--- src/verilog/rv_fetch_cfg.svh ---
`ifndef RV_FETCH_CFG_SVH
`define RV_FETCH_CFG_SVH

// instruction memory depth in 32-bit words
`define IMEM_WORDS 256

// addi x0, x0, 0
`define NOP_IR 32'h0000_0013

// pc shown while a bubble sits in the output registers
`define NOP_PC 32'hffff_ffff

`endif

--- src/verilog/rv_fetch_pkg.sv ---
`include "rv_fetch_cfg.svh"

package rv_fetch_pkg;

    typedef logic [31:0] word_t;    // instruction, address or pc
    typedef logic [15:0] half_t;    // one rvc parcel

    // word index into the instruction memory
    typedef logic [$clog2(`IMEM_WORDS)-1:0] imem_idx_t;

    typedef enum logic [4:0] {
        FS_STARTUP        = 5'b00001,
        FS_ALIGNED        = 5'b00010,
        FS_UNALIGNED      = 5'b00100,   // upper half of last word still pending
        FS_UNALIGNED_JUMP = 5'b01000,   // first word of a halfword target
        FS_HALTED         = 5'b10000
    } fetch_state_t;

endpackage

--- src/verilog/rv_decompress.sv ---
`timescale 1ns/1ps

module rv_decompress
    import rv_fetch_pkg::*;
(
    input  word_t ir_i,
    output word_t ir_o,
    output logic  compressed_o
);

    localparam logic [6:0] OPC_LOAD   = 7'b0000011;
    localparam logic [6:0] OPC_STORE  = 7'b0100011;
    localparam logic [6:0] OPC_OP_IMM = 7'b0010011;
    localparam logic [6:0] OPC_OP     = 7'b0110011;
    localparam logic [6:0] OPC_LUI    = 7'b0110111;
    localparam logic [6:0] OPC_JAL    = 7'b1101111;

    half_t       c_ir;
    logic [4:0]  rd;         // full rd / rs1 field, bits 11:7
    logic [4:0]  rs2;        // full rs2 field, bits 6:2
    logic [4:0]  rd_p;       // x8..x15 from bits 4:2
    logic [4:0]  rs1_p;      // x8..x15 from bits 9:7
    logic [11:0] imm6_sx;
    logic [11:0] lsw_off;
    logic [11:0] j_off;
    logic [20:0] jal_imm;
    logic [19:0] lui_imm;
    word_t       exp_ir;

    assign c_ir         = ir_i[15:0];
    assign compressed_o = (ir_i[1:0] != 2'b11);

    assign rd    = c_ir[11:7];
    assign rs2   = c_ir[6:2];
    assign rd_p  = {2'b01, c_ir[4:2]};
    assign rs1_p = {2'b01, c_ir[9:7]};

    // c.addi / c.li immediate
    assign imm6_sx = {{6{c_ir[12]}}, c_ir[12], c_ir[6:2]};

    // c.lw / c.sw offset, word scaled
    assign lsw_off = {5'b0, c_ir[5], c_ir[12:10], c_ir[6], 2'b00};

    // c.j offset, bits scattered across the parcel
    assign j_off = {c_ir[12], c_ir[8], c_ir[10:9], c_ir[6], c_ir[7],
                    c_ir[2], c_ir[11], c_ir[5:3], 1'b0};
    assign jal_imm = {{9{j_off[11]}}, j_off};

    assign lui_imm = {{14{c_ir[12]}}, c_ir[12], c_ir[6:2]};

    always_comb begin
        exp_ir = '0;   // illegal unless matched below
        case ({c_ir[15:13], c_ir[1:0]})
            5'b010_00: begin    // c.lw
                exp_ir = {lsw_off, rs1_p, 3'b010, rd_p, OPC_LOAD};
            end
            5'b110_00: begin    // c.sw
                exp_ir = {lsw_off[11:5], rd_p, rs1_p, 3'b010, lsw_off[4:0], OPC_STORE};
            end
            5'b000_01: begin    // c.addi
                exp_ir = {imm6_sx, rd, 3'b000, rd, OPC_OP_IMM};
            end
            5'b010_01: begin    // c.li
                exp_ir = {imm6_sx, 5'd0, 3'b000, rd, OPC_OP_IMM};
            end
            5'b011_01: begin
                // rd == x2 is c.addi16sp, not handled here
                if (rd != 5'd2 && {c_ir[12], c_ir[6:2]} != 6'd0) begin
                    exp_ir = {lui_imm, rd, OPC_LUI};
                end
            end
            5'b101_01: begin    // c.j
                exp_ir = {jal_imm[20], jal_imm[10:1], jal_imm[11], jal_imm[19:12],
                          5'd0, OPC_JAL};
            end
            5'b100_10: begin
                if (rs2 != 5'd0) begin
                    if (c_ir[12]) begin
                        exp_ir = {7'd0, rs2, rd, 3'b000, rd, OPC_OP};     // c.add
                    end else begin
                        exp_ir = {7'd0, rs2, 5'd0, 3'b000, rd, OPC_OP};   // c.mv
                    end
                end
                // rs2 == 0 is jr / jalr / ebreak, left illegal
            end
            default: begin
                exp_ir = '0;
            end
        endcase
    end

    assign ir_o = compressed_o ? exp_ir : ir_i;   // full-size words pass through

endmodule

--- config.mk ---
export PLATFORM = sky130hd
export DESIGN_NAME = rv_decompress
export DESIGN_NICKNAME = d
export VERILOG_FILES = /design/src/verilog/rv_fetch_pkg.sv /design/src/verilog/rv_decompress.sv
export VERILOG_INCLUDE_DIRS = /design/src /design/src/verilog
export SDC_FILE = /design/constraint.sdc
export NUM_CORES = 1
export LEC_CHECK = 0
export BUFFER_PORTS_ARGS = -buffer_cell sky130_fd_sc_hd__buf_2
export CAP_MARGIN = 20
export CORE_ASPECT_RATIO = 1.4
export CORE_MARGIN = 2
export CORE_UTILIZATION = 39
export DETAILED_ROUTE_END_ITERATION = 8
export PLACE_DENSITY_LB_ADDON = 0.08
export SYNTH_ARGS = -nofsm -noshare
export SYNTH_HDL_FRONTEND = slang
export SYNTH_SLANG_ARGS = --single-unit
--- constraint.sdc ---
create_clock -name vclk -period 1.4
set_input_delay 0.14 -clock vclk [all_inputs]
set_output_delay 0.14 -clock vclk [all_outputs]
set_load 0.1 [all_outputs]
==> results of run 1 <==
[synth_stat cells (all sizes together) (3+ instances only)]
master	count	area, µm²
buf	7	65.1
and2	3	21.3
a21oi	3	18.8
nand2b	4	27.5
a221o	12	123
o21ai	9	45.0
nor2	7	26.3
nand2	24	90.1
o21a	4	30.0
nand3	8	45.0
clkbuf	3	35.0
inv	4	15.0
[through the flow]
stage	area, µm²	instances	hold slack, ns	TNS [ns]	worst slack [ns]
floorplan	1280	123	0.479	-5.63	-0.512
global placement	2380	255	0.685	-6.54	-0.329
[kinds of logic after synthesis]
logic type      Yosys count
compound gates           47
xor+xnor                  1
buf+inv                  14
mux                       2
simple gates             59
==> flow_summary_export.csv, run 1 <==
group,metric,value,unit
outcome,status,"aborted with a tool error",
outcome,flow.stopped_at,"3_5_place_dp",
outcome,error,"[ERROR DPL-0038] Utilization greater than 100%, impossible to legalize",
yosys,syn-cell-area,896,µm²
yosys,syn_nets,155,
floorplanning,die_y,60.7,µm
yosys,synthMuxAreaShare,0.0223,
placement,port_buffers,65,
yosys,synth_simple_gate_area_frac,0.405,
yosys,synth_xor_area_frac,0.00978,
floorplanning,row_count,20,
floorplanning,ioPinCount,65,
floorplanning,die_w,44.5,µm
yosys,seq_area_frac_synth,0,
yosys,yosysWarnings,0,
yosys,synth_top_family_by_area,"compound AO/OA/AOI/OAI gates",
floorplanning,start_util,0.411,
yosys,synth-compound-area-share,0.434,
yosys,syn_avg_cell_area,7.28,µm²
placement,routabilityCongestion,0.956,
yosys,synthesis.instances,123,
yosys,yosysUniqueCellTypes,50,
yosys,synthAdderAreaFrac,0,
==> inputs of run 2 (changes only) <==
Settings changed: CORE_AREA set to 2 2 63 65, CORE_ASPECT_RATIO 1.4 to unset, CORE_MARGIN 2 to unset, CORE_UTILIZATION 39 to unset, DIE_AREA set to 0 0 65 67, PLACE_DENSITY_LB_ADDON 0.08 to 0.15.
Clock period 1.4 ns to 1.82 ns, I/O delays scaled along.
==> flow_summary_export.csv, run 2 <==
group,metric,value,unit
global_routing,grt_overflow_total,0,
critical_path,path_class,"in2out",
global_routing,grt_pass1_wl,6390,µm
placement,dp_cells,250,
sta,worst_pin_slew,0.485,ns
min_path,hold_depth,4,
global_routing,grt_pass1_vias,1259,
routing,vias,1365,
yosys,synthesis.instances,123,
yosys,yosysUniqueCellTypes,50,
min_path,hp-start,"ir_i[24]",
cells_and_area,seq_area,0,µm²
sta,drv_slew,0,
pwr,ir_drop,0.215,mV
yosys,syn_nets,155,
floorplanning,die_w,65,µm
pwr,power_leakage,0.965,nW
cells_and_area,seq_cell_count,0,
critical_path,startpoint_type,"input port",
routing,ant_nets,0,
routing,finalWirelength,4310,µm
outcome,status,"completed",
placement,dp_slack,-0.0253,ns
sta,fin_crit,1.77,ns
clock_tree,hold_buffers,0,
routing,drt_iter0_drc,62,
global_routing,groute.usage.overall,0.188,
routing,via_per_inst,5.40,
cells_and_area,multi_input_area,986,µm²
yosys,synth.area.top_cells,"a221o_1 11%, nand2_1 10%, nand4bb_4 6.1%, o21ai_0 4.5%, nand3_1 3.9%",
placement,dp_hpwl,3520,µm
yosys,yosysWarnings,0,
sta,max_freq,566,MHz
yosys,synth_top_cell_area_share,0.112,
routing,wire_per_inst,17.0,µm
cells_and_area,fin_cells,253,
cells_and_area,nFillCells,324,
sta,final_hold_viol_count,0,
min_path,worstHoldPathType,"in2out",
sta,fin_hold_ws,0.754,ns
run,drv_cap,0,
cells_and_area,nets,239,
cells_and_area,final_area,2090,µm²
floorplanning,coreArea,3610,µm²
critical_path,cp-end-kind,"primary output",
routing,drt_pass1_iterations,4,
floorplanning,die-area,4360,µm²
critical_path,cp_slowest_cell,"a211oi_4",
floorplanning,row_count,22,
cells_and_area,clkbuf_count,0,
cells_and_area,diodes,0,
global_routing,grt_max_degree,17,
cells_and_area,final_cell_mix,"32 x buf_12, 29 x buf_2, 28 x buf_4",
placement,routabilityCongestion,0.891,
yosys,syn-cell-area,896,µm²
critical_path,critPathMaxFanout,11,
sta,fin_crit_sh,0.970,
yosys,synth_common_cells,"24 x nand2_1, 10 x a221o_1, 8 x o21ai_0, 7 x nand3_1, 7 x nor2_1",
global_routing,antenna_found_initial,0,
yosys,syn_avg_cell_area,7.28,µm²
sta,setup_slack,0.0538,ns
critical_path,crit_arrival,1.58,ns
placement,dpl-instance-area,1980,µm²
cells_and_area,drive_above_1_share,0.698,
pwr,powerDensity,447,nW/µm²
yosys,seq_area_frac_synth,0,
routing,drc,0,
sta,max-slew-margin-rel,0.679,
floorplanning,start_util,0.248,
floorplanning,ioPinCount,65,
yosys,synth_area_leader_cell,"a221o_1",
yosys,synthMostInstantiatedCell,"nand2_1",
critical_path,cp.required,1.64,ns
min_path,min_to,"ir_o[24]",
placement,port_buffers,65,
critical_path,cpPeakStageDelay,0.39,ns
cells_and_area,syn2layout_area_growth,133,%
sta,setup_viol,0,
cells_and_area,layout_commonest_cell,"buf_12",
critical_path,crit_chain,"buf_4 > nand4bb_4 > a211oi_4 > and2_4 > a221o_1 > a21o_2 > buf_12",
floorplanning,die_y,67,µm
run 2: timing repair:
item / CTS / global route
gates resized for setup: 4 / 18
cloned: 0 / 0
setup endpoints to repair: 6 / 16
hold endpoints to repair: 0 / 0
pin swaps: 0 / 10
buffers inserted: 0 / 3
run 2: worst max path at each step:
stage	start	to	slack [ns]	cells after the start
after detailed placement	ir_i[2]	ir_o[7]	-0.03	7
after CTS	ir_i[14]	ir_o[17]	-0.03	7
after floorplan	ir_i[1]	ir_o[13]	-0.23	5
after global routing	ir_i[14]	ir_o[0]	-0.01	7
final	ir_i[15]	ir_o[22]	0.05	7
after global placement	ir_i[2]	ir_o[7]	0.009	7
run 2: final cells by class:
| type | count | area share |
|---|---|---|
| Multi-Input combinational cell | 109 | 0.472 |
| Tap cell | 48 | 0.0287 |
| Timing Repair Buffer | 92 | 0.491 |
| Inverter | 4 | 0.00898 |
run 2: kinds of logic after synthesis:
| group | count (synthesis) | synth area share |
|---|---|---|
| AO/OA/AOI/OAI | 47 | 0.434 |
| XOR/XNOR | 1 | 0.00978 |
| buffers and inverters | 14 | 0.128 |
| multiplexers | 2 | 0.0223 |
| AND/OR/NAND/NOR | 59 | 0.405 |
run 2: per-stage QoR:
stage               setup TNS [ns]  power [mW]  utilization
floorplan                    -1.07       0.579            -
global placement                 0       0.909        0.549
detailed placement         -0.0501       0.915        0.549
CTS                        -0.0839       0.922        0.556
global route               -0.0107       0.965        0.580
finish                           0       0.935        0.580
run 2: critical path: cells and delay by family:
family	cells	cell delay, ns
AO/OA/AOI/OAI	3	0.60
buffers and inverters	2	0.33
AND/OR/NAND/NOR	2	0.47
run 2: layer usage:
layer | global-route usage | part of all wire | vias to the layer above
met3 | 0.0118 | 0.065 | 0
li1 | - | - | 644
met4 | 0.00798 | 0 | 0
met2 | 0.341 | 0.53 | 66
met1 | 0.253 | 0.41 | 655
met5 | 0 | 0 | -
run 2: report_power, final:
part           switching (mW)  internal (mW)  leakage [nW]
sequential                  0              0             0
combinational           0.591          0.343         0.965
clock                       0              0             0
total                   0.591          0.343         0.965
Note: power is estimated with default switching activity, not from simulation.
==> inputs of run 3 (changes only) <==
Settings changed: PLACE_DENSITY set to 0.51, PLACE_DENSITY_LB_ADDON 0.15 to unset.
==> flow_summary_export.csv, run 3 (synthesis gave the netlist of run 2 again) <==
group,metric,value,unit
sta,rsz0062_at_grt,"yes",
outcome,status,"completed",
sta,worst_pin_slew,0.482,ns
cells_and_area,clkbuf_count,0,
global_routing,antenna_found_initial,0,
critical_path,cpPeakStageDelay,0.37,ns
placement,dp_hpwl,3500,µm
critical_path,crit_chain,"buf_2 > nor4_4 > buf_4 > a211oi_4 > nand2_2 > nand2_1 > a221o_2 > buf_12",
global_routing,groute.usage.overall,0.193,
cells_and_area,final_cell_mix,"32 x buf_2, 32 x buf_12, 28 x buf_4",
routing,vias,1360,
placement,dp_cells,253,
pwr,powerDensity,450,nW/µm²
min_path,worstHoldPathType,"in2out",
critical_path,critPathMaxFanout,3,
sta,setup_slack,0.0395,ns
critical_path,startpoint_type,"input port",
placement,port_buffers,65,
global_routing,grt_pass1_wl,6690,µm
cells_and_area,seq_cell_count,0,
min_path,hp-start,"ir_i[27]",
cells_and_area,drive_above_1_share,0.689,
cells_and_area,diodes,0,
sta,max_freq,562,MHz
sta,fin_hold_ws,0.775,ns
sta,max-slew-margin-rel,0.681,
critical_path,crit_arrival,1.60,ns
cells_and_area,seq_area,0,µm²
floorplanning,ioPinCount,65,
cells_and_area,syn2layout_area_growth,131,%
pwr,ir_drop,0.238,mV
floorplanning,die_y,67,µm
floorplanning,row_count,22,
min_path,hold_depth,3,
sta,fin_crit_sh,0.978,
floorplanning,die-area,4360,µm²
sta,final_hold_viol_count,0,
critical_path,crit_start,"ir_i[6]",
global_routing,grt_max_degree,19,
floorplanning,die_w,65,µm
clock_tree,hold_buffers,0,
sta,fin_crit,1.78,ns
global_routing,grt_pass1_vias,1358,
routing,via_per_inst,5.35,
floorplanning,start_util,0.248,
routing,drt_iter0_drc,52,
critical_path,cp_slowest_cell,"a221o_2",
pwr,power_leakage,0.954,nW
floorplanning,coreArea,3610,µm²
cells_and_area,final_util,0.575,
routing,drt_pass1_iterations,4,
sta,drv_slew,0,
sta,finalSetupTns,0,ns
routing,ant_nets,0,
run,drv_cap,0,
routing,wire_per_inst,17.1,µm
routing,drc,0,
cells_and_area,fin_cells,254,
cells_and_area,nets,240,
routing,finalWirelength,4350,µm
cells_and_area,multi_input_area,976,µm²
global_routing,grt_overflow_total,0,
min_path,min_to,"ir_o[27]",
sta,setup_viol,0,
critical_path,path_class,"in2out",
critical_path,cp-end-kind,"primary output",
placement,dp_slack,-0.0206,ns
placement,routabilityCongestion,0.900,
critical_path,cp.required,1.64,ns
cells_and_area,nFillCells,321,
run 3: cell count changes in the layout (fill, tap and decap cells not counted):
cell     delta
nand2_1     +1
nor2b_1     +1
nor2b_2     -1
nand3_1     +2
nor2_1      -2
nand3_2     -2
nor2_2      +2
buf_2       +3
buf_6       -2
nand2_2     -1
run 3: stage by stage:
stage	instance area, µm²	power [mW]
after global routing	2070	0.962
after detailed placement	2000	0.918
after global placement	2000	0.914
after CTS	2010	0.923
after floorplan	1060	0.579
final	2070	0.933
run 3: worst max-delay path by stage:
stage                     endpoint  slack, ns  cells past startpoint
after floorplan           ir_o[13]      -0.23                      5
after global placement    ir_o[29]    -0.0002                      6
after detailed placement  ir_o[30]      -0.02                      6
final                     ir_o[19]       0.04                      8
after global routing       ir_o[1]      -0.02                      8
after CTS                  ir_o[8]      0.004                      7
run 3: power breakdown:
| group | switching, mW | internal [mW] |
|---|---|---|
| clock network | 0 | 0 |
| registers | 0 | 0 |
| logic | 0.592 | 0.340 |
run 3: routing by layer:
layer,GRT usage,vias to the layer above,routed length [µm]
met3,0.0220,6,194
met4,0.0293,0,53
met1,0.259,656,1840
li1,-,646,-
met2,0.336,52,2260
met5,0,-,0
run 3: worst max-delay path: cells and delay by family:
kind,cells,cell delay [ns]
AO/OA/AOI/OAI,2,0.46
buffers and inverters,3,0.49
AND/OR/NAND/NOR,3,0.47
run 3: cell type report:
class              count  share of cell area
well taps             48              0.0290
multi-input cells    109               0.471
repair buffers        93               0.491
inverters              4             0.00905
run 3: timing repair:
action,in CTS,in global routing
pin swaps,0,5
gates cloned,0,0
setup endpoints to repair,8,17
resized for setup,2,11
buffers inserted,0,1
endpoints found under the hold margin,0,0
==> inputs of run 4 (changes only) <==
Settings changed: SETUP_SLACK_MARGIN set to 0.2.
==> flow_summary_export.csv, run 4 (synthesis gave the netlist of run 2 again) <==
group,metric,value,unit
sta,max_freq,560,MHz
global_routing,grt_max_degree,21,
routing,wire_per_inst,18.6,µm
cells_and_area,layout_commonest_cell,"buf_12",
critical_path,cp-end-kind,"primary output",
critical_path,startpoint_type,"input port",
critical_path,crit_start,"ir_i[10]",
pwr,power_leakage,1.14,nW
routing,drc,0,
cells_and_area,drive_above_1_share,0.779,
min_path,worstHoldPathType,"in2out",
critical_path,crit_arrival,1.60,ns
pwr,powerDensity,412,nW/µm²
run,drv_cap,0,
global_routing,antenna_found_initial,0,
sta,fin_crit_sh,0.981,
outcome,status,"completed",
floorplanning,die_w,65,µm
placement,dp_cells,260,
sta,setup_viol,0,
global_routing,use_met2,0.424,
sta,drv_slew,0,
cells_and_area,syn2layout_area_growth,178,%
cells_and_area,seq_cell_count,0,
critical_path,critPathMaxFanout,5,
global_routing,grtUsageMet3,0.0101,
sta,fin_crit,1.79,ns
critical_path,cpPeakStageDelay,0.38,ns
routing,vias,1463,
cells_and_area,diodes,0,
floorplanning,coreArea,3610,µm²
critical_path,path_buf_inv,5,
placement,routabilityCongestion,0.961,
global_routing,grt_overflow_total,0,
global_routing,use_met1,0.286,
sta,max-slew-margin-rel,0.597,
sta,rsz0062_at_grt,"yes",
global_routing,grt-busiest-layer,"met2",
cells_and_area,seq_area,0,µm²
cells_and_area,clkbuf_count,0,
routing,drt_pass1_iterations,4,
routing,via_per_inst,5.34,
global_routing,grt_pass1_vias,1521,
pwr,ir_drop,0.273,mV
cells_and_area,nets,260,
clock_tree,hold_buffers,0,
floorplanning,die-area,4360,µm²
cells_and_area,final_cell_mix,"37 x buf_12, 36 x buf_4, 24 x buf_2",
critical_path,path_class,"in2out",
floorplanning,ioPinCount,65,
global_routing,grt_pass1_wl,7540,µm
sta,fin_hold_ws,0.763,ns
placement,dp_hpwl,3750,µm
sta,final_hold_viol_count,0,
floorplanning,start_util,0.248,
critical_path,crit_chain,"buf_6 > nor3b_4 > a211oi_4 > buf_4 > buf_6 > buf_4 > a221o_4 > buf_12",
routing,ant_nets,0,
critical_path,crit_family,"buffers and inverters",
global_routing,groute.usage.overall,0.222,
sta,worst_pin_slew,0.598,ns
cells_and_area,fin_cells,274,
min_path,hp-start,"ir_i[24]",
floorplanning,die_y,67,µm
floorplanning,row_count,22,
routing,finalWirelength,5100,µm
routing,drt_iter0_drc,77,
critical_path,cp.required,1.64,ns
placement,port_buffers,65,
critical_path,cp_slowest_cell,"a221o_4",
## run 4: cell types whose count changed in the layout (fill, tap and decap cells not counted), sizes merged
cell	before	now
and2	3	4
buf	92	111
## run 4: tightest hold or removal path, cell delays in order
cell	delay, ns
buf_2	0.07
nand2_1	0.07
nand3_4	0.09
buf_12	0.16
## run 4: final timing paths
check / cells past startpoint / end / slack (ns)
max: 8 / ir_o[16] / 0.03
min: 4 / ir_o[24] / 0.76
## run 4: cell type report
class | instances | area (µm²)
timing repair buffer | 112 | 1300
fill | 260 | 1110
multi-input combinational | 110 | 1110
inverter | 4 | 18.8
tap | 48 | 60.1
## run 4: metal layers
| layer | wire, µm | vias to the layer above | share of wire |
|---|---|---|---|
| met3 | 274 | 6 | 0.054 |
| met4 | 74 | 0 | 0.015 |
| met2 | 2840 | 61 | 0.56 |
| met5 | 0 | - | 0 |
| li1 | - | 685 | - |
| met1 | 1910 | 711 | 0.38 |
## run 4: metrics by stage
step | setup slack (ns) | utilization | area, µm² | TNS (ns) | total power [mW]
after floorplan | -0.176 | - | 1100 | -0.976 | 0.589
after CTS | 0.0647 | 0.652 | 2350 | 0 | 0.995
after global routing | -0.0170 | 0.691 | 2490 | -0.0596 | 1.06
after detailed placement | -0.0397 | 0.582 | 2100 | -0.120 | 0.941
final | 0.0338 | 0.691 | 2490 | 0 | 1.03
after global placement | -0.0486 | 0.582 | 2100 | -0.127 | 0.938
## run 4: what timing repair did
| action | in CTS | in global routing |
|---|---|---|
| resized for setup | 42 | 19 |
| endpoints found under the setup margin | 29 | 32 |
| gates cloned | 0 | 1 |
| pin swaps | 26 | 10 |
| setup buffers | 6 | 7 |
## run 4: report_power, final
part	internal, mW	leakage, nW	switching [mW]
Sequential	0	0	0
Clock	0	0	0
Combinational	0.405	1.14	0.621
