===== src/verilog/rv_fetch_cfg.svh =====
`ifndef RV_FETCH_CFG_SVH
`define RV_FETCH_CFG_SVH

// instruction memory depth in 32-bit words
`define IMEM_WORDS 256

// addi x0, x0, 0
`define NOP_IR 32'h0000_0013

// pc shown while a bubble sits in the output registers
`define NOP_PC 32'hffff_ffff

`endif


===== src/verilog/rv_fetch_pkg.sv =====
`include "rv_fetch_cfg.svh"

package rv_fetch_pkg;

    typedef logic [31:0] word_t;    // instruction, address or pc
    typedef logic [15:0] half_t;    // one rvc parcel

    // word index into the instruction memory
    typedef logic [$clog2(`IMEM_WORDS)-1:0] imem_idx_t;

    typedef enum logic [4:0] {
        FS_STARTUP        = 5'b00001,
        FS_ALIGNED        = 5'b00010,
        FS_UNALIGNED      = 5'b00100,   // upper half of last word still pending
        FS_UNALIGNED_JUMP = 5'b01000,   // first word of a halfword target
        FS_HALTED         = 5'b10000
    } fetch_state_t;

endpackage


===== src/verilog/rv_fetch.sv =====
`timescale 1ns/1ps

`include "rv_fetch_cfg.svh"

module rv_fetch
    import rv_fetch_pkg::*;
(
    input  logic  clk_i,
    input  logic  rst_n_i,
    input  logic  halt_i,
    input  logic  ready_i,
    input  word_t jmp_addr_i,
    input  logic  jmp_valid_i,
    output word_t imem_addr_o,
    input  word_t imem_data_i,
    output word_t raw_ir_o,
    input  word_t exp_ir_i,
    input  logic  compressed_i,
    output word_t pc_o,
    output word_t ir_o,
    output word_t pc_next_o
);

    fetch_state_t state_r;
    fetch_state_t state_next;
    logic [1:0]   startup_r;     // shifts out the memory latency

    word_t imem_addr;
    word_t imem_addr_r;
    word_t pc_r;
    word_t ir_r;
    word_t pc_next_r;
    word_t jmp_addr_r;
    half_t saved_half_r;         // upper parcel of the previous word

    logic go;
    logic jmp_ok;
    logic waiting;
    logic start_aligned;
    logic start_unaligned;
    logic halt;
    logic aligned_jump;
    logic unaligned_jump_1;
    logic unaligned_jump_2;
    logic stay_aligned;
    logic lose_alignment;
    logic stay_unaligned;
    logic gain_alignment;
    logic consume;               // an instruction lands in ir_r
    logic bubble;

    always_ff @(posedge clk_i or negedge rst_n_i) begin
        if (!rst_n_i) begin
            startup_r <= 2'b11;
        end else begin
            startup_r <= {1'b0, startup_r[1]};
        end
    end

    always_comb begin
        go               = !halt_i && ready_i;
        jmp_ok           = go && jmp_valid_i && state_r inside
                           {FS_ALIGNED, FS_UNALIGNED, FS_UNALIGNED_JUMP};
        waiting          = (state_r == FS_STARTUP) && startup_r[0];
        start_aligned    = (state_r == FS_STARTUP) && !startup_r[0] && go && !compressed_i;
        start_unaligned  = (state_r == FS_STARTUP) && !startup_r[0] && go && compressed_i;
        halt             = (state_r == FS_HALTED) || halt_i;
        aligned_jump     = jmp_ok && !jmp_addr_i[1];
        unaligned_jump_1 = jmp_ok && jmp_addr_i[1];
        unaligned_jump_2 = (state_r == FS_UNALIGNED_JUMP) && go && !jmp_valid_i;
        stay_aligned     = (state_r == FS_ALIGNED) && go && !jmp_valid_i && !compressed_i;
        lose_alignment   = (state_r == FS_ALIGNED) && go && !jmp_valid_i && compressed_i;
        stay_unaligned   = (state_r == FS_UNALIGNED) && go && !jmp_valid_i && !compressed_i;
        gain_alignment   = (state_r == FS_UNALIGNED) && go && !jmp_valid_i && compressed_i;

        consume = start_aligned || start_unaligned || stay_aligned || lose_alignment
                  || stay_unaligned || gain_alignment;
        bubble  = waiting || halt || aligned_jump || unaligned_jump_1 || unaligned_jump_2;
    end

    always_comb begin
        if (halt) begin
            state_next = FS_HALTED;       // sticky until reset
        end else if (waiting) begin
            state_next = FS_STARTUP;
        end else if (start_aligned || stay_aligned || gain_alignment || aligned_jump) begin
            state_next = FS_ALIGNED;
        end else if (start_unaligned || stay_unaligned || lose_alignment
                     || unaligned_jump_2) begin
            state_next = FS_UNALIGNED;
        end else if (unaligned_jump_1) begin
            state_next = FS_UNALIGNED_JUMP;
        end else begin
            state_next = state_r;         // back-pressure
        end
    end

    always_ff @(posedge clk_i or negedge rst_n_i) begin
        if (!rst_n_i) begin
            state_r <= FS_STARTUP;
        end else begin
            state_r <= state_next;
        end
    end

    // word handed to the expander
    always_comb begin
        case (state_r)
            FS_STARTUP, FS_ALIGNED: raw_ir_o = imem_data_i;
            FS_UNALIGNED:           raw_ir_o = {imem_data_i[15:0], saved_half_r};
            default:                raw_ir_o = `NOP_IR;
        endcase
    end

    always_comb begin
        if (halt || waiting) begin
            imem_addr = '0;
        end else if (aligned_jump || unaligned_jump_1) begin
            imem_addr = {jmp_addr_i[31:2], 2'b00};
        end else if (consume && !gain_alignment || unaligned_jump_2) begin
            imem_addr = imem_addr_r + 32'd4;
        end else begin
            imem_addr = imem_addr_r;      // stall or re-read after gaining alignment
        end
    end

    assign imem_addr_o = imem_addr;

    always_ff @(posedge clk_i or negedge rst_n_i) begin
        if (!rst_n_i) begin
            imem_addr_r <= '0;
            ir_r        <= `NOP_IR;
            pc_r        <= `NOP_PC;
            pc_next_r   <= `NOP_PC;
        end else begin
            imem_addr_r <= imem_addr;
            if (bubble) begin
                ir_r <= `NOP_IR;
                pc_r <= `NOP_PC;
            end else if (consume) begin
                ir_r <= exp_ir_i;
                pc_r <= pc_next_r;
            end
            if (halt) begin
                pc_next_r <= `NOP_PC;
            end else if (waiting) begin
                pc_next_r <= '0;
            end else if (consume) begin
                pc_next_r <= pc_next_r + (compressed_i ? 32'd2 : 32'd4);
            end else if (aligned_jump || unaligned_jump_1) begin
                pc_next_r <= jmp_addr_i;
            end else if (unaligned_jump_2) begin
                pc_next_r <= jmp_addr_r;
            end
        end
    end

    always_ff @(posedge clk_i) begin
        if (unaligned_jump_1) begin
            jmp_addr_r <= jmp_addr_i;
        end
        if (start_unaligned || lose_alignment || stay_unaligned || unaligned_jump_2) begin
            saved_half_r <= imem_data_i[31:16];
        end
    end

    assign pc_o      = pc_r;
    assign ir_o      = ir_r;
    assign pc_next_o = pc_next_r;

    a_state_onehot : assert property (
        @(posedge clk_i) disable iff (!rst_n_i) $onehot(state_r)
    );

    // decode must never hand over an odd target
    a_jmp_halfword : assert property (
        @(posedge clk_i) disable iff (!rst_n_i)
        (aligned_jump || unaligned_jump_1) |-> !jmp_addr_i[0]
    );

    a_halt_addr_zero : assert property (
        @(posedge clk_i) disable iff (!rst_n_i)
        (state_r == FS_HALTED) |-> (imem_addr_o == '0)
    );

endmodule


===== config.mk =====
export PLATFORM = sky130hd
export DESIGN_NAME = rv_fetch
export DESIGN_NICKNAME = d
export VERILOG_FILES = /design/src/verilog/rv_fetch_pkg.sv /design/src/verilog/rv_fetch.sv
export VERILOG_INCLUDE_DIRS = /design/src /design/src/verilog
export SDC_FILE = /design/constraint.sdc
export NUM_CORES = 1
export LEC_CHECK = 0
export BUFFER_PORTS_ARGS = -buffer_cell sky130_fd_sc_hd__buf_2
export CAP_MARGIN = 20
export CORE_UTILIZATION = 40
export DETAILED_ROUTE_END_ITERATION = 16
export PLACE_DENSITY_LB_ADDON = 0.15
export SYNTH_ARGS = -nofsm -noshare
export SYNTH_HDL_FRONTEND = slang
export SYNTH_SLANG_ARGS = --single-unit

===== constraint.sdc =====
create_clock -name clk_i -period 6 [get_ports clk_i]
set_input_delay 0.3 -clock clk_i [delete_from_list [all_inputs] [get_ports clk_i]]
set_output_delay 0.3 -clock clk_i [all_outputs]
set_load 0.01 [all_outputs]

Word level (Yosys, flattened, before mapping)
Index checks and enable logic that the tools add are counted.
W data, S select, Z words.
- bits in registers: 183
- input bits: 102
- output and inout port bits: 160
- word-level logic and storage cells: 87
- add/subtract/negate cells: 2
- equal/unequal tests: 5
- multiplexer cells: 19
- reductions and logical operators: 53
- operator list (cell ; number):
    $mux W32 ; 12
    $pmux W32 S2 ; 1
    $add A32 B3 Y32 ; 1
    $add A32 B3 Y32 const B ; 1
    $mux W5 ; 5
    $logic_and A1 B1 Y1 ; 21
    $logic_or A1 B1 Y1 ; 21
    $reduce_bool A5 Y1 ; 2
    $logic_not A1 Y1 ; 6
    $eq A5 B1 Y1 const B ; 1
    $eq A5 B2 Y1 const B ; 1
    $eq A5 B3 Y1 const B ; 1
    $eq A5 B4 Y1 const B ; 1
    $eq A5 B5 Y1 const B ; 1
    $mux W3 ; 1
    $reduce_bool A3 Y1 ; 1
    $reduce_bool A2 Y1 ; 1
    $reduce_or A2 Y1 ; 1

Depth between registers and ports, before layout
Gate-level depths: netlist of the first run.
- depth after elaboration: 14
- depth in mapped cells: 9
- depth with buffers taken out: 9

Least setup slack after synthesis of the first run
Ideal clock, no wire load.
- path type: register -> register
- start: register state_r[0]
- end: register saved_half_r[0], enable pin
- library setup time: 418 ps
- arrival: 2757 ps
- required time: 5582 ps
- slack: 2825 ps
- cell stages (with the launch flop): 7
- buffers on the path: 2
- clock period less this slack: 3175 ps
- cells stage by stage: dfstp_2 -> clkbuf_1 -> nor4_1 -> and2_1 -> buf_2 -> a21boi_0 -> o32ai_1
- longest elaborated chain between the ends: 7
- elaborated cells on any way between the ends: 18
- classes of those cells: eq/ne: 4; reduce/logical: 14
- RTL lines (element ; line ; text):
    start, declared ; rv_fetch.sv:24 ; fetch_state_t state_r;
    start signal, assigned ; rv_fetch.sv:102 ; state_r <= state_next;
    $eq A5 B1 Y1 or $eq A5 B2 Y1 (tied branches) ; rv_fetch.sv:66, rv_fetch.sv:72 ;
    $logic_and A1 B1 Y1, on equally long branches (3 in series) ; rv_fetch.sv:66, rv_fetch.sv:72 ;
    $logic_or A1 B1 Y1 (2 in series) ; rv_fetch.sv:162 ; if (start_unaligned || lose_alignment || stay_unaligned || unaligned_jump_2) begin
    $logic_or A1 B1 Y1 * ; rv_fetch.sv:162 ;
    end signal, assigned ; rv_fetch.sv:163 ; saved_half_r <= imem_data_i[31:16];
    end, declared ; rv_fetch.sv:34 ; half_t saved_half_r;
Every way passes the cells marked *; elsewhere a longest branch is shown, timed or not.
A chain may end at the register's enable or synchronous reset.

Worst setup path after layout of the first run
- start: register state_r[1]
- end: output imem_addr_o[12]
- longest elaborated chain between the ends: 14
- elaborated cells on any way between the ends: 38
- classes of those cells: eq/ne: 5; mux: 3; reduce/logical: 30
- RTL lines (element ; line ; text):
    $eq A5 B1 Y1 ; rv_fetch.sv:64, rv_fetch.sv:65, rv_fetch.sv:66 ;
    $logic_and A1 B1 Y1 (2 in series) ; rv_fetch.sv:65, rv_fetch.sv:66 ;
    $logic_and A1 B1 Y1, on equally long branches ; rv_fetch.sv:65, rv_fetch.sv:66 ;
    $logic_or A1 B1 Y1 (3 in series) ; rv_fetch.sv:76 ; consume = start_aligned || start_unaligned || stay_aligned || lose_alignment
    $logic_or A1 B1 Y1 (2 in series) ; rv_fetch.sv:77 ; || stay_unaligned || gain_alignment;
    $logic_and A1 B1 Y1 ; rv_fetch.sv:120 ; end else if (consume && !gain_alignment || unaligned_jump_2) begin
    $logic_or A1 B1 Y1 ; rv_fetch.sv:120 ;
    $mux W32 ; rv_fetch.sv:120 ;
    $mux W32 ; rv_fetch.sv:118 ; end else if (aligned_jump || unaligned_jump_1) begin
    $mux W32 * ; rv_fetch.sv:116 ; if (halt || waiting) begin
    end, declared ; rv_fetch.sv:14 ; output word_t imem_addr_o,
Marked as above.

==> flow_summary.yaml, run 1 <==
status:
  status: "finished, final reports clean"
min_path:
  hold_class: "in -> reg"
  min_from: "jmp_addr_i[18]"
synthesis:
  yosysWarnings: 0
  synthFlopType: "dfstp_2"
  netlist_instances: 933
  synth_area_per_cell_um2: 9.93
  ys_async_sr_fraction: 0.738
  ys_ff_latch: 183
  synth_area_mm2: 0.00926
  synth_seq_area_share: 0.530
  synth_cell_types: 78
  yosysTopAreaCellShare: 0.199
  synth_nets: 1039
  synth_edf_count: 48
  synth_largest_area_cell: "dfstp_2"
  synth_area_leaders: "dfstp_2, dfrtp_1, edfxtp_1"
die:
  pin_count: 262
  die_y_um: 154
  die_x_um: 154
  fp.coreArea_mm2: 0.0226
  die_area_mm2: 0.0238
  placementRows: 55
  floorplan.initialDensity: 0.409
clock_tree:
  cts_root_buf: "clkbuf_16"
  cts_max_level: 4
  clkTransAtPathRegs_ns: 0.07
  cts_tree: "built"
  post_cts_buffers: 0
  clk_latency_ns: 0.43
  numCtsBuffers: 17
  clock_sinks: 183
  cts.path.max_buffers: 2
setup_path:
  arrival_ns: 3.71
  crit_type: "reg -> out"
  r2r_cells: 7
  cp_max_fo: 24
  r2r_slack_ns: 2.42
  r2r-end: "pc_o[31]"
  critPathLaunch: "state_r[1]"
  end_kind: "primary output"
  crit_required_ns: 5.70
  start_kind: "register"
  endpoint: "imem_addr_o[12]"
  r2r-start: "state_r[1]"
placement:
  hpwl_mm: 19.8
  gp_congestion: 0.911
  dpl.cell_count: 1432
  portBuffers: 261
sta:
  clock_skew_ns: 0.0107
  post-route-period-util: 0.669
  finalSetupViolCount: 0
  report.final.slew_viol_count: 0
  timing.fmax_mhz: 249
  fin_crit_ns: 4.01
  setup_tns_ns: 0
  worst_pin_slew_ns: 0.987
  rsz0062_at_grt: "no"
  slew_headroom: 0.342
  hold_viol: 0
drt:
  via_count: 8229
  wl_per_cell_um: 19.1
  routed_wl_mm: 28.1
  firstDrtPassIters: 5
  viasPerCell: 5.61
  drc: 0
  drtIter0Drc: 631
  detail-route-antenna-nets: 0
global_routing:
  antenna_found_initial: 1
  grt_max_degree: 92
  grt_use_total: 0.236
  overflow: 0
  grt_pass1_vias: 7570
  grt_pass1_wl_mm: 43.4
power:
  power.leakage_uw: 0.00495
  p_int_uw: 1900
  switching_share: 0.235
  p_clk_frac: 0.447
  p_switching_uw: 583
  combPwrFrac: 0.036
  peakVddDrop_uv: 155
  powerDensity_mw_per_mm2: 217
  p_seq_frac: 0.517
cells_and_area:
  mostFrequentLayoutCell: "buf_2"
  finish.net_count: 1275
  drive_gt1_frac: 0.344
  final_cell_mix: "buf_2, nand2_1, a21oi_1"
  syn2layout_area_growth_pct: 23.1
  final_cells: 1468
run:
  maxCapViolations: 0
==> flip-flops by register name (all words and copies together) (netlist names) <==
signal / flops
imem_addr_r: 32
ir_o: 32
jmp_addr_r: 32
pc_next_o: 32
pc_o: 32
saved_half_r: 16
state_r: 5
startup_r: 2
==> worst max-delay path, cell delays in order, from the launching register on <==
cell and delay [ns]:
dfrtp_1 0.62, nor3_1 0.18, a31o_2 0.45, nor2_1 0.78
nand2_1 0.65, o21ai_0 0.41, buf_2 0.19
==> worst min path at each step <==
stage,to,depth (start not counted)
2_1_floorplan,imem_addr_r[0],0
3_3_place_gp,state_r[2],1
3_5_place_dp,state_r[2],1
4_1_cts,jmp_addr_r[11],1
5_1_grt,jmp_addr_r[18],1
6_report,jmp_addr_r[18],1
==> synthesized netlist by cell type, drive strengths merged (2+ instances only) <==
| master | number |
|---|---|
| nand2 | 184 |
| a22o | 29 |
| mux2 | 6 |
| buf | 26 |
| nand2b | 3 |
| o211ai | 19 |
| o2111a | 2 |
| nand3 | 48 |
| a21boi | 2 |
| a21oi | 75 |
| or3b | 2 |
| nor4 | 3 |
| dfrtp | 65 |
| nor3 | 16 |
| o21a | 3 |
| a31oi | 11 |
| nor2b | 3 |
| mux2i | 9 |
| inv | 9 |
| o2111ai | 15 |
| and3 | 21 |
| nand3b | 3 |
| a211oi | 7 |
| xnor2 | 11 |
| and4 | 9 |
| and2 | 7 |
| a2111o | 2 |
| edfxtp | 48 |
| clkbuf | 35 |
| o311ai | 2 |
| xor2 | 20 |
| or3 | 7 |
| and3b | 2 |
| ha | 3 |
| o21ai | 66 |
| o31ai | 2 |
| and4b | 2 |
| nor4b | 3 |
| nor3b | 2 |
| dfstp | 70 |
| nand4 | 15 |
| a22oi | 4 |
| nor2 | 31 |
| a21o | 14 |
==> layer usage <==
layer  share of wire  vias to the layer above  track usage
li1                -                     3897            -
met1            0.46                     3943        0.337
met2            0.45                      351        0.361
met3           0.074                       38       0.0437
met4           0.024                        0       0.0776
met5               0                        -            0
==> per-stage QoR <==
| step | setup WS (ns) | hold WS, ns | utilization | instance area, um^2 | power, uW |
|---|---|---|---|---|---|
| floorplan | 2.82 | 0.00441 | - | 9260 | 1320 |
| global placement | 2.64 | 0.328 | 0.475 | 10800 | 1390 |
| detailed placement | 2.44 | 0.327 | 0.476 | 10800 | 1400 |
| CTS | 1.98 | 0.0422 | 0.501 | 11400 | 2500 |
| global route | 1.72 | 0.0393 | 0.504 | 11400 | 2560 |
| finish | 1.99 | 0.0611 | 0.504 | 11400 | 2480 |
==> power groups by stage <==
| stage | clock network (uW) | logic (uW) | registers [uW] |
|---|---|---|---|
| finish | 1110 | 89.7 | 1280 |
| global route | 1180 | 98.9 | 1280 |
| CTS | 1130 | 91.1 | 1280 |
| detailed placement | 0 | 89.9 | 1310 |
| global placement | 0 | 89.3 | 1310 |
| floorplan | 0 | 17.9 | 1310 |
==> logic make-up after synthesis <==
group / share of synthesized area
and+or+nand+nor: 0.191
AOI/OAI and AO/OA: 0.191
DFF: 0.530
buffers and inverters: 0.0351
xor gates and xnor gates: 0.0293
muxes: 0.0170
adders and majority gates: 0.00621
other: 0.000405
==> final cells by class <==
class,count,area (um^2)
inverters,9,33.8
repair buffers,278,1480
well taps,285,357
clock inverters,15,143
multi-input cells,680,4050
flip-flops and latches,183,4910
clock buffers,17,425
diodes,1,2.50
fillers,2187,11200
==> what timing repair did <==
item                                   4_1_cts  5_1_grt
hold buffers                                 1        0
gates resized for setup                      0        0
endpoints found under the hold margin       36        0
(Power assumes the default switching activity.)
==> run 2, diff against run 1 <==
==> constraint.sdc (replaced) <==
create_clock -name clk_i -period 3.4 [get_ports clk_i]
set_input_delay 0.17 -clock clk_i [delete_from_list [all_inputs] [get_ports clk_i]]
set_output_delay 0.17 -clock clk_i [all_outputs]
set_load 0.01 [all_outputs]
==> flow_summary.yaml, run 2 (synthesis gave the netlist of run 1 again) <==
cells_and_area:
  syn2layout_area_growth_pct: 32.7
  final_area_mm2: 0.0123
  seqCellArea_mm2: 0.00491
  final_util: 0.543
  mostFrequentLayoutCell: "buf_2"
  multi_input_area_mm2: 0.00405
  antenna_cells: 0
  finish.net_count: 1366
  nFillCells: 2079
  final_cell_mix: "buf_2, nand2_1, dlygate4sd3_1"
  drive_gt1_frac: 0.328
global_routing:
  grt_pass1_vias: 7919
  grt_pass1_wl_mm: 45.0
  grt_use_total: 0.246
  overflow: 0
  grt_max_degree: 104
  antenna_found_initial: 1
die:
  die_y_um: 154
  die_x_um: 154
  pin_count: 262
  placementRows: 55
  floorplan.initialDensity: 0.409
  fp.coreArea_mm2: 0.0226
  die_area_mm2: 0.0238
clock_tree:
  clk_latency_ns: 0.44
  cts_root_buf: "clkbuf_16"
  cts.path.max_buffers: 2
  clock_sinks: 183
  numCtsBuffers: 17
  cts_max_level: 4
  cts_tree: "built"
  post_cts_buffers: 0
  clkTransAtPathRegs_ns: 0.07
sta:
  hold_viol: 0
  clock_skew_ns: 0.0121
  setup_tns_ns: 0
  report.final.slew_viol_count: 0
  rsz0062_at_grt: "no"
  worst_pin_slew_ns: 1.10
  slew_headroom: 0.267
  finalSetupViolCount: 0
  timing.fmax_mhz: 319
  fin_ws_ns: 0.261
  fin_crit_ns: 3.14
  post-route-period-util: 0.923
placement:
  post-place-ws_ns: 0.458
  gp_congestion: 0.858
  portBuffers: 261
  hpwl_mm: 19.9
  place_area_mm2: 0.0109
setup_path:
  crit_type: "reg -> out"
  path_cells: "or3_4, nor3_4, o2111a_2, nand4_1, xor2_1, o21ai_0, buf_2"
  cp_slowest_stage_delay_ns: 0.53
  path_delay_family: "simple AND/OR/NAND/NOR gates"
  cp_max_fo: 13
  end_kind: "primary output"
  arrival_ns: 2.97
  crit_buf_inv: 1
  start_kind: "register"
  crit_slowest_cell: "dfrtp_1"
  crit_required_ns: 3.23
power:
  powerDensity_mw_per_mm2: 367
  power.leakage_uw: 0.00534
  peakVddDrop_uv: 289
  power_uw: 4510
drt:
  drc: 0
  wl_per_cell_um: 18.6
  firstDrtPassIters: 5
  drtIter0Drc: 818
  routed_wl_mm: 29.1
  viasPerCell: 5.47
  via_count: 8522
  detail-route-antenna-nets: 0
min_path:
  hold_class: "in -> reg"
run:
  maxCapViolations: 0
status:
  status: "finished, final reports clean"
==> run 2: per-layer routing <==
| metal | global-route usage | part of all wire |
|---|---|---|
| met3 | 0.0549 | 0.063 |
| met1 | 0.345 | 0.46 |
| met4 | 0.0638 | 0.017 |
| met5 | 0 | 0 |
| met2 | 0.384 | 0.46 |
==> run 2: cell type report <==
cell class                      instances  area share
Timing Repair Buffer                  369       0.191
Clock inverter                         11     0.00825
Tap cell                              285      0.0290
Multi-Input combinational cell        680       0.330
Sequential cell                       183       0.399
Inverter                                9     0.00275
Clock buffer                           21      0.0401
==> run 2: final timing paths <==
check / slack, ns / cells past startpoint / to / start
hold reg to reg: 0.37 / 0 / startup_r[0] / startup_r[1]
setup / recovery: 0.26 / 7 / imem_addr_o[29] / state_r[2]
setup reg to reg: 0.43 / 9 / pc_next_o[31] / pc_next_o[1]
min in group asynchronous: 0.48 / 2 / state_r[1] / rst_n_i
max in group asynchronous: 2.07 / 3 / pc_next_o[5] / rst_n_i
hold / removal: 0.04 / 1 / jmp_addr_r[9] / jmp_addr_i[9]
==> run 2: timing repair <==
action,4_1_cts,5_1_grt
hold endpoints to repair,142,3
resized for setup,0,0
hold buffers,77,3
==> run 2: stage by stage <==
stage	cells	hold slack, ns
global placement	1446	0.346
CTS	1555	0.00250
floorplan	933	-0.126
finish	1558	0.0360
global route	1558	0.00305
detailed placement	1446	0.350
==> run 2: worst register-to-register path, stage by stage (launching register included) <==
cell	delay (ns)
dfstp_2	0.56
ha_1	0.17
inv_1	0.05
fa_1	0.41
and3b_1	0.31
nand4_1	0.28
nor4_2	0.54
nor3b_1	0.26
a211oi_1	0.07
o31a_1	0.25
==> run 2: report_power, final <==
| part | total (uW) | internal (uW) | switching (uW) | leakage [uW] |
|---|---|---|---|---|
| sequential | 2260 | 2260 | 1.52 | 0.00207 |
| combinational | 233 | 119 | 115 | 0.00298 |
| clock | 2010 | 1070 | 940 | 0.000290 |
| total | 4510 | 3450 | 1060 | 0.00534 |
==> run 3, diff against run 2 <==
--- a/config.mk
+++ b/config.mk
@@ -6,6 +6,7 @@
 export SDC_FILE = /design/constraint.sdc
 export NUM_CORES = 1
 export LEC_CHECK = 0
+export ABC_AREA = 1
 export BUFFER_PORTS_ARGS = -buffer_cell sky130_fd_sc_hd__buf_2
 export CAP_MARGIN = 20
 export CORE_UTILIZATION = 40
==> flow_summary.yaml, run 3 <==
clock_tree:
  clk_latency_ns: 0.45
  cts.path.max_buffers: 2
  cts_max_level: 4
  numCtsBuffers: 17
  post_cts_buffers: 0
  cts_tree: "built"
  cts_root_buf: "clkbuf_16"
  clkTransAtPathRegs_ns: 0.07
  clock_sinks: 183
synthesis:
  synthMostInstantiatedCell: "nand2_1"
  ys_async_sr_fraction: 0.738
  synth_nets: 1540
  yosysTopAreaCellShare: 0.192
  synth_edf_count: 48
  synth_area_mm2: 0.0104
  ys_ff_latch: 183
  synth_largest_area_cell: "nand2_1"
  synth_common_cells: "nand2_1, inv_1, nor2_1"
  synth_area_per_cell_um2: 7.28
  synth_area_leaders: "nand2_1, dfstp_2, dfrtp_1"
  synthFlopType: "dfstp_2"
  synth_seq_area_share: 0.470
  netlist_instances: 1434
  yosysWarnings: 0
  synth_cell_types: 33
sta:
  finalSetupViolCount: 0
  hold_viol: 0
  post-route-period-util: 0.926
  setup_tns_ns: 0
  clock_skew_ns: 0.0142
  slew_headroom: 0.355
  fin_crit_ns: 3.15
  rsz0062_at_grt: "no"
  worst_pin_slew_ns: 0.967
  timing.fmax_mhz: 318
  report.final.slew_viol_count: 0
drt:
  drtIter0Drc: 836
  wl_per_cell_um: 16.4
  firstDrtPassIters: 5
  drc: 0
  viasPerCell: 4.93
  via_count: 10300
  detail-route-antenna-nets: 0
  routed_wl_mm: 34.4
cells_and_area:
  finish.net_count: 1860
  final_area_mm2: 0.0134
  syn2layout_area_growth_pct: 28.8
  mostFrequentLayoutCell: "nand2_1"
  final_cell_mix: "nand2_1, buf_2, inv_1"
  antenna_cells: 0
  drive_gt1_frac: 0.234
global_routing:
  overflow: 0
  antenna_found_initial: 0
  grt_pass1_vias: 9757
  grt_max_degree: 98
  grt_pass1_wl_mm: 53.1
  grt_use_total: 0.258
placement:
  gp_congestion: 0.911
  hpwl_mm: 24.6
  place_area_mm2: 0.0120
  portBuffers: 261
setup_path:
  r2r-start: "state_r[0]"
  crit_top_cell: "nand2_1"
  crit_type: "reg -> out"
  r2r-end: "ir_o[24]"
  crit_slowest_cell: "dfstp_2"
  start_kind: "register"
  cp_max_fo: 30
  end_kind: "primary output"
  path_cells: "nor3_1, nand3_1, nand2_1, inv_2, nand3_2, buf_4, nand2_1, o21ai_1, a21oi_1, buf_2"
  r2r_slack_ns: 0.77
  cp_slowest_stage_delay_ns: 0.57
  r2r_cells: 11
  arrival_ns: 2.98
  crit_required_ns: 3.23
min_path:
  hold_depth: 3
  min_from: "compressed_i"
  hold_end: "state_r[1]"
  hold_class: "in -> reg"
power:
  p_switching_uw: 1700
  combPwrFrac: 0.177
  p_clk_frac: 0.391
  power.leakage_uw: 0.00705
  p_seq_frac: 0.432
  powerDensity_mw_per_mm2: 406
  switching_share: 0.312
  p_int_uw: 3750
  peakVddDrop_uv: 256
run:
  maxCapViolations: 0
die:
  floorplan.initialDensity: 0.411
  die_x_um: 164
  fp.coreArea_mm2: 0.0254
  pin_count: 262
  placementRows: 58
  die_area_mm2: 0.0267
  die_y_um: 164
status:
  status: "finished, final reports clean"
## run 3: how the worst max path moves through the flow
stage,startpoint,endpoint,slack [ns],cells past startpoint
floorplan,state_r[1],jmp_addr_r[0],0.24,8
global placement,state_r[0],imem_addr_o[1],0.72,8
detailed placement,state_r[0],imem_addr_o[9],0.66,10
CTS,state_r[1],imem_addr_o[28],0.19,9
global route,state_r[3],imem_addr_o[6],0.08,12
finish,state_r[0],imem_addr_o[28],0.25,10
## run 3: cell type report
cell class              count  area, um^2
repair buffers            361        2280
multi-input cells        1017        4570
fillers                  2508       12000
well taps                 330         413
clock inverters            14         173
clock buffers              18         450
flip-flops and latches    183        4910
inverters                 174         657
## run 3: cell families (layout without fill, tap and decap cells)
kind of cell,Yosys count,after routing,synth area share
xor gates and xnor gates,28,28,0.0235
AOI/OAI and AO/OA,136,136,0.0729
buffers and inverters,234,567,0.0936
and+or+nand+nor,848,848,0.334
other,1,1,0.000359
adders and majority gates,4,4,0.00552
DFF,183,183,0.470
## run 3: stage by stage
step	utilization	std cells	worst slack, ns	total power [uW]	hold WS (ns)
after CTS	0.529	2097	0.191	5480	0.143
after detailed placement	0.472	1984	0.661	3270	0.343
final	0.529	2097	0.252	5450	0.170
after global placement	0.472	1984	0.715	3260	0.344
after floorplan	-	1434	0.236	2940	-0.126
after global routing	0.529	2097	0.0850	5710	0.175
## run 3: worst max-delay path: cells and delay by family (launching register included)
family	cells	cell delay [ns]
simple gates	5	0.77
compound gates	2	0.30
buf+inv	3	0.87
flops	1	0.57
## run 3: power groups by stage
stage	Clock (uW)	Sequential, uW	Combinational, uW
global route	2270	2360	1080
detailed placement	0	2400	871
floorplan	0	2390	551
global placement	0	2390	862
CTS	2180	2350	949
finish	2130	2350	965
## run 3: metal layers
layer,share of wire,vias to the layer above,routed length (um),global-route usage
met5,0,-,0,0
met3,0.052,35,1800,0.0378
met1,0.46,4797,15700,0.355
li1,-,5172,-,-
met4,0.017,0,601,0.0703
met2,0.47,333,16300,0.423
## run 3: repair_timing
| item | in CTS | in global routing |
|---|---|---|
| resized for setup | 0 | 2 |
| setup endpoints to repair | 0 | 22 |
| hold buffers | 81 | 0 |
| endpoints found under the hold margin | 123 | 0 |
